[src/usb_rx_pkg.sv]
// line codes are {D+, D-} after the synchronizer
// fifo_depth must equal 2**fifo_ptr_w, samples_per_bit must be a power of two
package usb_rx_pkg;

  localparam logic [1:0] line_j = 2'b10;  // idle, D+ high
  localparam logic [1:0] line_k = 2'b01;
  localparam logic [1:0] line_z = 2'b00;  // single-ended zero

  localparam int samples_per_bit = 4;  // 48 MHz clock, 12 Mbit/s line
  localparam int stuff_limit     = 6;  // ones before a stuffed zero

  // one FIFO word, either a received byte or an end-of-packet marker
  typedef struct packed {
    logic       eop_mark;  // byte is zero when set
    logic [7:0] data;
  } rx_entry_t;

  localparam int fifo_depth = 16;
  localparam int fifo_ptr_w = 4;

  // Wishbone word addresses
  localparam int adr_w = 2;
  localparam logic [adr_w-1:0] reg_status = 2'd0;
  localparam logic [adr_w-1:0] reg_data   = 2'd1;
  localparam logic [adr_w-1:0] reg_ctrl   = 2'd2;
  localparam logic [adr_w-1:0] reg_errcnt = 2'd3;

endpackage

[src/usb_rx.sv]
// Full-speed receiver with fixed 4x sampling and no clock recovery.
// The stuffing count includes the last SYNC bit; a stuffed bit is skipped unchecked.
// An SE0 inside a byte sends the FSM to error; it resumes after SE0 and then idle J.
`timescale 1ns/1ps

module usb_rx (
  input  logic       clk,
  input  logic       reset,
  input  logic       usb_p,
  input  logic       usb_n,
  output logic       byte_valid,
  output logic       eop,
  output logic       line_err,
  output logic [7:0] data
);

  typedef enum logic [2:0] {
    st_reset,
    st_idle,
    st_sync,
    st_data,
    st_end,
    st_error
  } state_t;

  logic [2:0] sync_p;  // D+ synchronizer chain
  logic [2:0] sync_n;  // D- synchronizer chain
  logic [1:0] line;    // synchronized {D+, D-}
  logic       stable;  // last two samples agree
  logic       rx_bit;  // NRZI decoded bit
  logic       sample;  // bit sample point

  state_t     state;
  logic [1:0] phase;   // line state at previous bit
  logic [$clog2(usb_rx_pkg::samples_per_bit)-1:0] tick;
  logic [2:0] bits;    // bit index, or SE0 count in st_end
  logic [2:0] ones;    // consecutive ones for destuffing

  always_ff @(posedge clk)
  begin
    sync_p <= {sync_p[1:0], usb_p};
    sync_n <= {sync_n[1:0], usb_n};
  end

  assign line   = {sync_p[2], sync_n[2]};
  assign stable = (sync_p[2] == sync_p[1]) && (sync_n[2] == sync_n[1]);
  assign rx_bit = (line == phase);  // no transition reads as one
  assign sample = (tick == '0);

  always_ff @(posedge clk)
  begin
    if (reset)
    begin
      state      <= st_reset;
      phase      <= usb_rx_pkg::line_j;
      tick       <= '0;
      bits       <= '0;
      ones       <= '0;
      byte_valid <= 1'b0;
      eop        <= 1'b0;
      line_err   <= 1'b0;
    end
    else
    begin
      byte_valid <= 1'b0;
      eop        <= 1'b0;
      line_err   <= 1'b0;
      if (int'(tick) == usb_rx_pkg::samples_per_bit - 1)
        tick <= '0;
      else
        tick <= tick + 1'b1;

      case (state)
        st_reset:
          if (stable && line == usb_rx_pkg::line_j)
            state <= st_idle;  // bus back to idle
        st_idle:
          if (stable && line == usb_rx_pkg::line_k)
          begin
            state <= st_sync;  // first K of SYNC
            phase <= usb_rx_pkg::line_j;
            tick  <= '0;       // next cycle is mid-bit
            bits  <= '0;
            ones  <= '0;
          end
          else if (stable && line == usb_rx_pkg::line_z)
            state <= st_reset;
        st_sync:
          if (sample)
          begin
            // SYNC decodes as seven zeros and a one
            if (!stable || line == usb_rx_pkg::line_z || rx_bit != (bits == 3'd7))
            begin
              state    <= st_error;
              line_err <= 1'b1;
            end
            else
            begin
              phase <= line;
              bits  <= bits + 1'b1;
              if (bits == 3'd7)
              begin
                state <= st_data;
                ones  <= 3'd1;  // last SYNC bit counts for stuffing
              end
            end
          end
        st_data:
          if (sample)
          begin
            if (stable && line == usb_rx_pkg::line_z && bits == 3'd0)
            begin
              state <= st_end;  // first SE0 on a byte boundary
              bits  <= 3'd1;
            end
            else if (!stable || line == usb_rx_pkg::line_z)
            begin
              state    <= st_error;  // SE0 inside a byte or glitch
              line_err <= 1'b1;
            end
            else
            begin
              phase <= line;
              if (int'(ones) == usb_rx_pkg::stuff_limit)
                ones <= '0;  // drop stuffed zero
              else
              begin
                data <= {rx_bit, data[7:1]};  // LSB first
                ones <= rx_bit ? ones + 1'b1 : 3'd0;
                bits <= bits + 1'b1;
                if (bits == 3'd7)
                  byte_valid <= 1'b1;
              end
            end
          end
        st_end:
          if (sample)
          begin
            if (bits == 3'd1 && stable && line == usb_rx_pkg::line_z)
              bits <= 3'd2;  // second SE0
            else if (bits == 3'd2 && stable && line == usb_rx_pkg::line_j)
            begin
              state <= st_idle;
              eop   <= 1'b1;
            end
            else
            begin
              state    <= st_error;
              line_err <= 1'b1;
            end
          end
        st_error:
          if (stable && line == usb_rx_pkg::line_z)
            state <= st_reset;  // wait for SE0 before resync
        default:
        begin
          state    <= st_error;
          line_err <= 1'b1;
        end
      endcase
    end
  end

endmodule

[src/usb_rx_fifo.sv]
// Show-ahead FIFO, rdata is valid whenever empty is low.
// A push while full is dropped and flagged on overflow_evt, a pop while empty is ignored.
`timescale 1ns/1ps

module usb_rx_fifo #(
  parameter type payload_t = usb_rx_pkg::rx_entry_t
) (
  input  logic     clk,
  input  logic     reset,
  input  logic     push,
  input  logic     pop,
  input  payload_t wdata,
  output payload_t rdata,
  output logic     full,
  output logic     empty,
  output logic     overflow_evt
);

  payload_t mem [usb_rx_pkg::fifo_depth];

  logic [usb_rx_pkg::fifo_ptr_w:0] wr_ptr;  // msb is the wrap bit
  logic [usb_rx_pkg::fifo_ptr_w:0] rd_ptr;
  logic                            do_push;
  logic                            do_pop;

  assign empty = (wr_ptr == rd_ptr);
  assign full  = (wr_ptr[usb_rx_pkg::fifo_ptr_w] != rd_ptr[usb_rx_pkg::fifo_ptr_w])
              && (wr_ptr[usb_rx_pkg::fifo_ptr_w-1:0] == rd_ptr[usb_rx_pkg::fifo_ptr_w-1:0]);

  assign do_push      = push && !full;
  assign do_pop       = pop && !empty;
  assign overflow_evt = push && full;  // dropped entry

  assign rdata = mem[rd_ptr[usb_rx_pkg::fifo_ptr_w-1:0]];

  always_ff @(posedge clk)
  begin
    if (reset)
    begin
      wr_ptr <= '0;
      rd_ptr <= '0;
    end
    else
    begin
      if (do_push)
        wr_ptr <= wr_ptr + 1'b1;
      if (do_pop)
        rd_ptr <= rd_ptr + 1'b1;
    end
  end

  always_ff @(posedge clk)
  begin
    if (do_push)
      mem[wr_ptr[usb_rx_pkg::fifo_ptr_w-1:0]] <= wdata;
  end

endmodule

[src/usb_rx_regs.sv]
// Wishbone classic slave, 32-bit data, one registered ack per request.
// A data read pops in the ack cycle; an empty FIFO reads as bit 9 set.
// The error counter saturates at 255 and is not cleared by software.
`timescale 1ns/1ps

module usb_rx_regs (
  input  logic                         clk,
  input  logic                         reset,
  input  logic                         cyc,
  input  logic                         stb,
  input  logic                         we,
  input  logic [usb_rx_pkg::adr_w-1:0] adr,
  input  logic [31:0]                  dat_w,
  input  logic                         empty,
  input  logic                         full,
  input  logic                         overflow_evt,
  input  logic                         line_err,
  input  usb_rx_pkg::rx_entry_t        rdata,
  output logic [31:0]                  dat_r,
  output logic                         ack,
  output logic                         pop,
  output logic                         enable
);

  logic       req;       // request accepted this cycle
  logic       overflow;  // sticky until cleared through ctrl
  logic [7:0] err_cnt;

  // no new request in the ack cycle, so a held strobe gets one ack
  assign req = cyc && stb && !ack;

  always_ff @(posedge clk)
  begin
    if (reset)
    begin
      ack      <= 1'b0;
      pop      <= 1'b0;
      enable   <= 1'b0;
      overflow <= 1'b0;
      err_cnt  <= '0;
    end
    else
    begin
      ack <= req;
      // only this block pops, so non-empty now means non-empty at ack
      pop <= req && !we && adr == usb_rx_pkg::reg_data && !empty;

      if (req && we && adr == usb_rx_pkg::reg_ctrl)
      begin
        enable <= dat_w[0];
        if (dat_w[1])
          overflow <= 1'b0;  // write one to clear
      end
      if (overflow_evt)
        overflow <= 1'b1;  // new drop wins over clear

      if (line_err && err_cnt != 8'hff)
        err_cnt <= err_cnt + 1'b1;
    end
  end

  // read data captured with the request, presented with ack
  always_ff @(posedge clk)
  begin
    if (req && !we)
    begin
      case (adr)
        usb_rx_pkg::reg_status:
          dat_r <= {29'd0, overflow, full, empty};
        usb_rx_pkg::reg_data:
          if (empty)
            dat_r <= 32'h0000_0200;  // no entry available
          else
            dat_r <= {23'd0, rdata};  // eop_mark in bit 8
        usb_rx_pkg::reg_ctrl:
          dat_r <= {31'd0, enable};
        usb_rx_pkg::reg_errcnt:
          dat_r <= {24'd0, err_cnt};
        default:
          dat_r <= '0;
      endcase
    end
  end

endmodule

[src/usb_rx_top.sv]
// Receive-only USB full-speed subsystem; D+ and D- are never driven.
// Nothing is queued while enable is clear; a full FIFO drops entries and sets overflow.
`timescale 1ns/1ps

module usb_rx_top (
  input  logic                         clk,
  input  logic                         reset,
  input  logic                         usb_p,
  input  logic                         usb_n,
  input  logic                         cyc,
  input  logic                         stb,
  input  logic                         we,
  input  logic [usb_rx_pkg::adr_w-1:0] adr,
  input  logic [31:0]                  dat_w,
  output logic [31:0]                  dat_r,
  output logic                         ack
);

  logic                  byte_valid;
  logic                  eop;
  logic                  line_err;
  logic [7:0]            rx_data;
  logic                  push;
  usb_rx_pkg::rx_entry_t entry;
  usb_rx_pkg::rx_entry_t rdata;
  logic                  full;
  logic                  empty;
  logic                  overflow_evt;
  logic                  pop;
  logic                  enable;

  assign push           = enable && (byte_valid || eop);
  assign entry.eop_mark = eop;
  assign entry.data     = eop ? 8'h00 : rx_data;  // marker carries no byte

  usb_rx u_rx (
    .clk        (clk),
    .reset      (reset),
    .usb_p      (usb_p),
    .usb_n      (usb_n),
    .byte_valid (byte_valid),
    .eop        (eop),
    .line_err   (line_err),
    .data       (rx_data)
  );

  usb_rx_fifo #(
    .payload_t (usb_rx_pkg::rx_entry_t)
  ) u_fifo (
    .clk          (clk),
    .reset        (reset),
    .push         (push),
    .pop          (pop),
    .wdata        (entry),
    .rdata        (rdata),
    .full         (full),
    .empty        (empty),
    .overflow_evt (overflow_evt)
  );

  usb_rx_regs u_regs (
    .clk          (clk),
    .reset        (reset),
    .cyc          (cyc),
    .stb          (stb),
    .we           (we),
    .adr          (adr),
    .dat_w        (dat_w),
    .empty        (empty),
    .full         (full),
    .overflow_evt (overflow_evt),
    .line_err     (line_err),
    .rdata        (rdata),
    .dat_r        (dat_r),
    .ack          (ack),
    .pop          (pop),
    .enable       (enable)
  );

endmodule

[config.mk]
export PLATFORM = sky130hd
export DESIGN_NAME = usb_rx_top
export DESIGN_NICKNAME = d
export VERILOG_FILES = /design/src/usb_rx_pkg.sv /design/src/usb_rx.sv /design/src/usb_rx_fifo.sv /design/src/usb_rx_regs.sv /design/src/usb_rx_top.sv
export SDC_FILE = /design/constraint.sdc
export NUM_CORES = 1
export LEC_CHECK = 0
export ABC_AREA = 1
export BUFFER_PORTS_ARGS = -buffer_cell sky130_fd_sc_hd__buf_4
export CORE_MARGIN = 4
export CORE_UTILIZATION = 65
export DETAILED_ROUTE_END_ITERATION = 10
export PLACE_DENSITY = 0.85
export SKIP_CTS_REPAIR_TIMING = 1
export SLEW_MARGIN = 20
export SYNTH_ARGS = -nofsm -noshare
export SYNTH_HDL_FRONTEND = slang
export SYNTH_SLANG_ARGS = --single-unit
[constraint.sdc]
create_clock -name clk -period 4.4 [get_ports clk]
set_input_delay 0.22 -clock clk [delete_from_list [all_inputs] [get_ports clk]]
set_output_delay 0.22 -clock clk [all_outputs]
set_load 0.02 [all_outputs]
==> out/metrics.csv <==
metric,value,unit
global route overflow,0,
final cell count without fillers,1165,
Tcrit/Tclk final,0.688,
Rows,43,
outcome,"finished, final reports clean",
clk sinks,210,
top post-synthesis cells by area,"edfxtp_1 52%, dfxtp_1 10%, nand2_1 6.6%, inv_1 4.8%, o21ai_0 4.6%",
Main synth FF type,edfxtp_1,
FF-to-FF path depth,6,
Seq pwr share,0.455,
endpoint of the worst hold path,u_regs.enable$_SDFFE_PP0P_,
Hold WC Path Type,in2reg,
Final GP Congestion,0.908,
number of global-route vias before repair,6369,
pwr dens,459,nW/um^2
Synth Warn #,0,
"Hold Vio Cnt, Final",0,
TritonCTS clock tree,done,
Skew-Pair Late Insertion Delay,510,ps
DP HPWL,13100,um
RSZ-0062 raised after global routing,false,
Core ar.,14000,um^2
post-detailed-route wirelength per cell,17.8,um
largest net degree at the start of global routing,84,
drt drc,0,
Multi-input gate area,2850,um^2
DP Cell Count,1122,
Routed WL,20700,um
crit start category,flip-flop,
Crit Path Class,reg2reg,
"Slew Viols, Final",0,
Ant. Diodes,0,
Netlist cell types,36,
TNS Setup,0,ps
Post-Syn Area,9400,um^2
initial antenna violation count,0,
initial core utilization,0.670,
width of the chip,128,um
share of post-route cells with drive strength above 1,0.102,
syn_area_per_cell,9.91,um^2
critical path's slowest cell,dfxtp_1,
initial detailed-routing violation count,808,
H-tree depth,1,
Via density,5.79,
worst path required time,4540,ps
Comb power frac,0.092,
Worst Setup End Kind,flip-flop,
Reg2Reg Setup Slack,1370,ps
Synth async-reset ratio,0,
Mapped Cells,949,
root buf cell,clkbuf_16,
CP max stage delay,1040,ps
Post-synth EDFFs,162,
overall global routing resource usage,0.250,
Routed Antenna Nets,0,
worst path cell trace,nor2_1 > nor2_1 > nand2_1 > inv_2 > nand2_1 > nor2_1,
arrival time worst endpoint,3160,ps
worst hold path cell count,3,
Switching Fraction,0.230,
FMAX,0.331,GHz
P_sw,1.11,mW
maximum vdd drop,0.000348,V
Layout fillers,881,
PortBufs,21,
Synth top area share,0.517,
clock network power share,0.453,
sequential cell area,5830,um^2
first-pass GRT wire length,32500,um
max_slew headroom,0.269,
Internal Dissipation,3.72,mW
Tmin final,3030,ps
biggest area consumer among synthesized cells,edfxtp_1,
max_cap viols,0,
register bit total from synthesis,210,
most repeated library cell on the critical path,nor2_1,
"commonest cells after routing, fill and taps aside","166 x nand2_1, 162 x edfxtp_1, 119 x inv_1, 86 x o21ai_0, 74 x nor2_1",
detailed-router iteration count before antenna repair,6,
clk slew on worst S/H paths,60,ps
"commonest non-fill, non-tap cell in the layout",nand2_1,
sequential share of the synthesized area,0.620,
# setup viols final,0,
CP Max Fanout,25,
I/O pin cnt,74,
cts bufs inserted,22,
Slew @ Worst Pin,1090,ps
via count,6751,
hold wc startpoint,dat_w[0],
Reg2Reg Capture Point,u_fifo.mem[13][7]$_DFFE_PP_,
deepest clock path buffer count,3,
Area growth syn-to-layout,11.8,%
Die ar.,16500,um^2
Worst R2R Start,u_rx.eop$_SDFF_PP0_,
# nets final,1025,
Die Ht,128,um
leakage power figure,4.10,nW
Worst Skew,25.2,ps
-- cell usage after synthesis, types with 5 or more instances --
cell      instances
nand2_1         166
edfxtp_1        162
inv_1           119
o21ai_0          86
nor2_1           80
a21oi_1          72
nand3_1          50
dfxtp_1          48
buf_4            22
o211ai_1         20
buf_2            17
ha_1             15
clkbuf_1         13
xor2_1           12
inv_2            11
nand4_1           8
nor3_1            8
clkinv_1          5
nor2_2            5
-- cell type report --
type / count / area share
Multi-Input combinational cell: 570 / 0.271
Clock buffer: 25 / 0.0555
Inverter: 135 / 0.0482
Tap cell: 180 / 0.0214
Clock inverter: 15 / 0.0264
Sequential cell: 210 / 0.555
Timing Repair Buffer: 30 / 0.0222
-- worst max-delay path by stage --
stage | cells past startpoint | slack, ps | start | endpoint
after floorplan | 7 | 2270 | u_rx.eop$_SDFF_PP0_ | u_fifo.mem[0][0]$_DFFE_PP_
after global placement | 6 | 1660 | u_rx.eop$_SDFF_PP0_ | u_fifo.mem[13][7]$_DFFE_PP_
after detailed placement | 6 | 1460 | u_rx.eop$_SDFF_PP0_ | u_fifo.mem[12][7]$_DFFE_PP_
after CTS | 6 | 1460 | u_rx.eop$_SDFF_PP0_ | u_fifo.mem[13][4]$_DFFE_PP_
after global routing | 6 | 1110 | u_rx.eop$_SDFF_PP0_ | u_fifo.mem[12][7]$_DFFE_PP_
final | 6 | 1370 | u_rx.eop$_SDFF_PP0_ | u_fifo.mem[13][7]$_DFFE_PP_
-- power groups by stage --
stage	Combinational [mW]	Sequential, mW	Clock [mW]
finish	0.444	2.20	2.18
global route	0.502	2.20	2.27
CTS	0.436	2.20	2.18
detailed placement	0.430	2.24	0
global placement	0.422	2.24	0
floorplan	0.366	2.23	0
-- critical path, delay by kind of cell (launching register included) --
kind                   cells  cell delay, ps
and+or+nand+nor            5            1430
buffers and inverters      1             190
DFF                        1            1040
-- through the flow --
step | hold slack, ps | util | worst slack, ps | power [mW] | cell area [um^2]
2_1_floorplan | 248 | - | 2270 | 2.59 | 9480
3_3_place_gp | 313 | 0.683 | 1660 | 2.66 | 9600
3_5_place_dp | 318 | 0.683 | 1460 | 2.67 | 9600
4_1_cts | -178 | 0.745 | 1460 | 4.82 | 10500
5_1_grt | 34.3 | 0.748 | 1110 | 4.98 | 10500
6_report | 20.2 | 0.748 | 1370 | 4.83 | 10500
-- metal layers --
metal,share of wire,up-vias,GRT usage,routed length (um)
met2,0.48,358,0.408,10000
met1,0.39,3162,0.344,8040
met4,0.035,0,0.0918,734
li1,-,3173,-,-
met5,0,-,0,0
met3,0.092,58,0.0388,1900
-- flip-flops by register name, summed over array words and instances, names as in the netlist, 2 cells and up, named ones only --
name and count:
u_fifo.mem 144, u_regs.dat_r 10, u_regs.err_cnt 8, u_rx.data 8, u_fifo.rd_ptr 5, u_fifo.wr_ptr 5
u_rx.bits 3, u_rx.ones 3, u_rx.state 3, u_rx.sync_n 3, u_rx.sync_p 3, u_rx.phase 2
u_rx.tick 2
-- logic make-up after synthesis --
| kind of cell | Yosys count | share of synthesized area |
|---|---|---|
| simple gates | 330 | 0.149 |
| fa+ha+maj | 15 | 0.0200 |
| other cells | 1 | 0.000399 |
| mux | 5 | 0.00572 |
| compound gates | 183 | 0.104 |
| buf+inv | 190 | 0.0877 |
| flops | 210 | 0.620 |
| xor+xnor | 15 | 0.0140 |
Power figures use the tool's default switching activity.
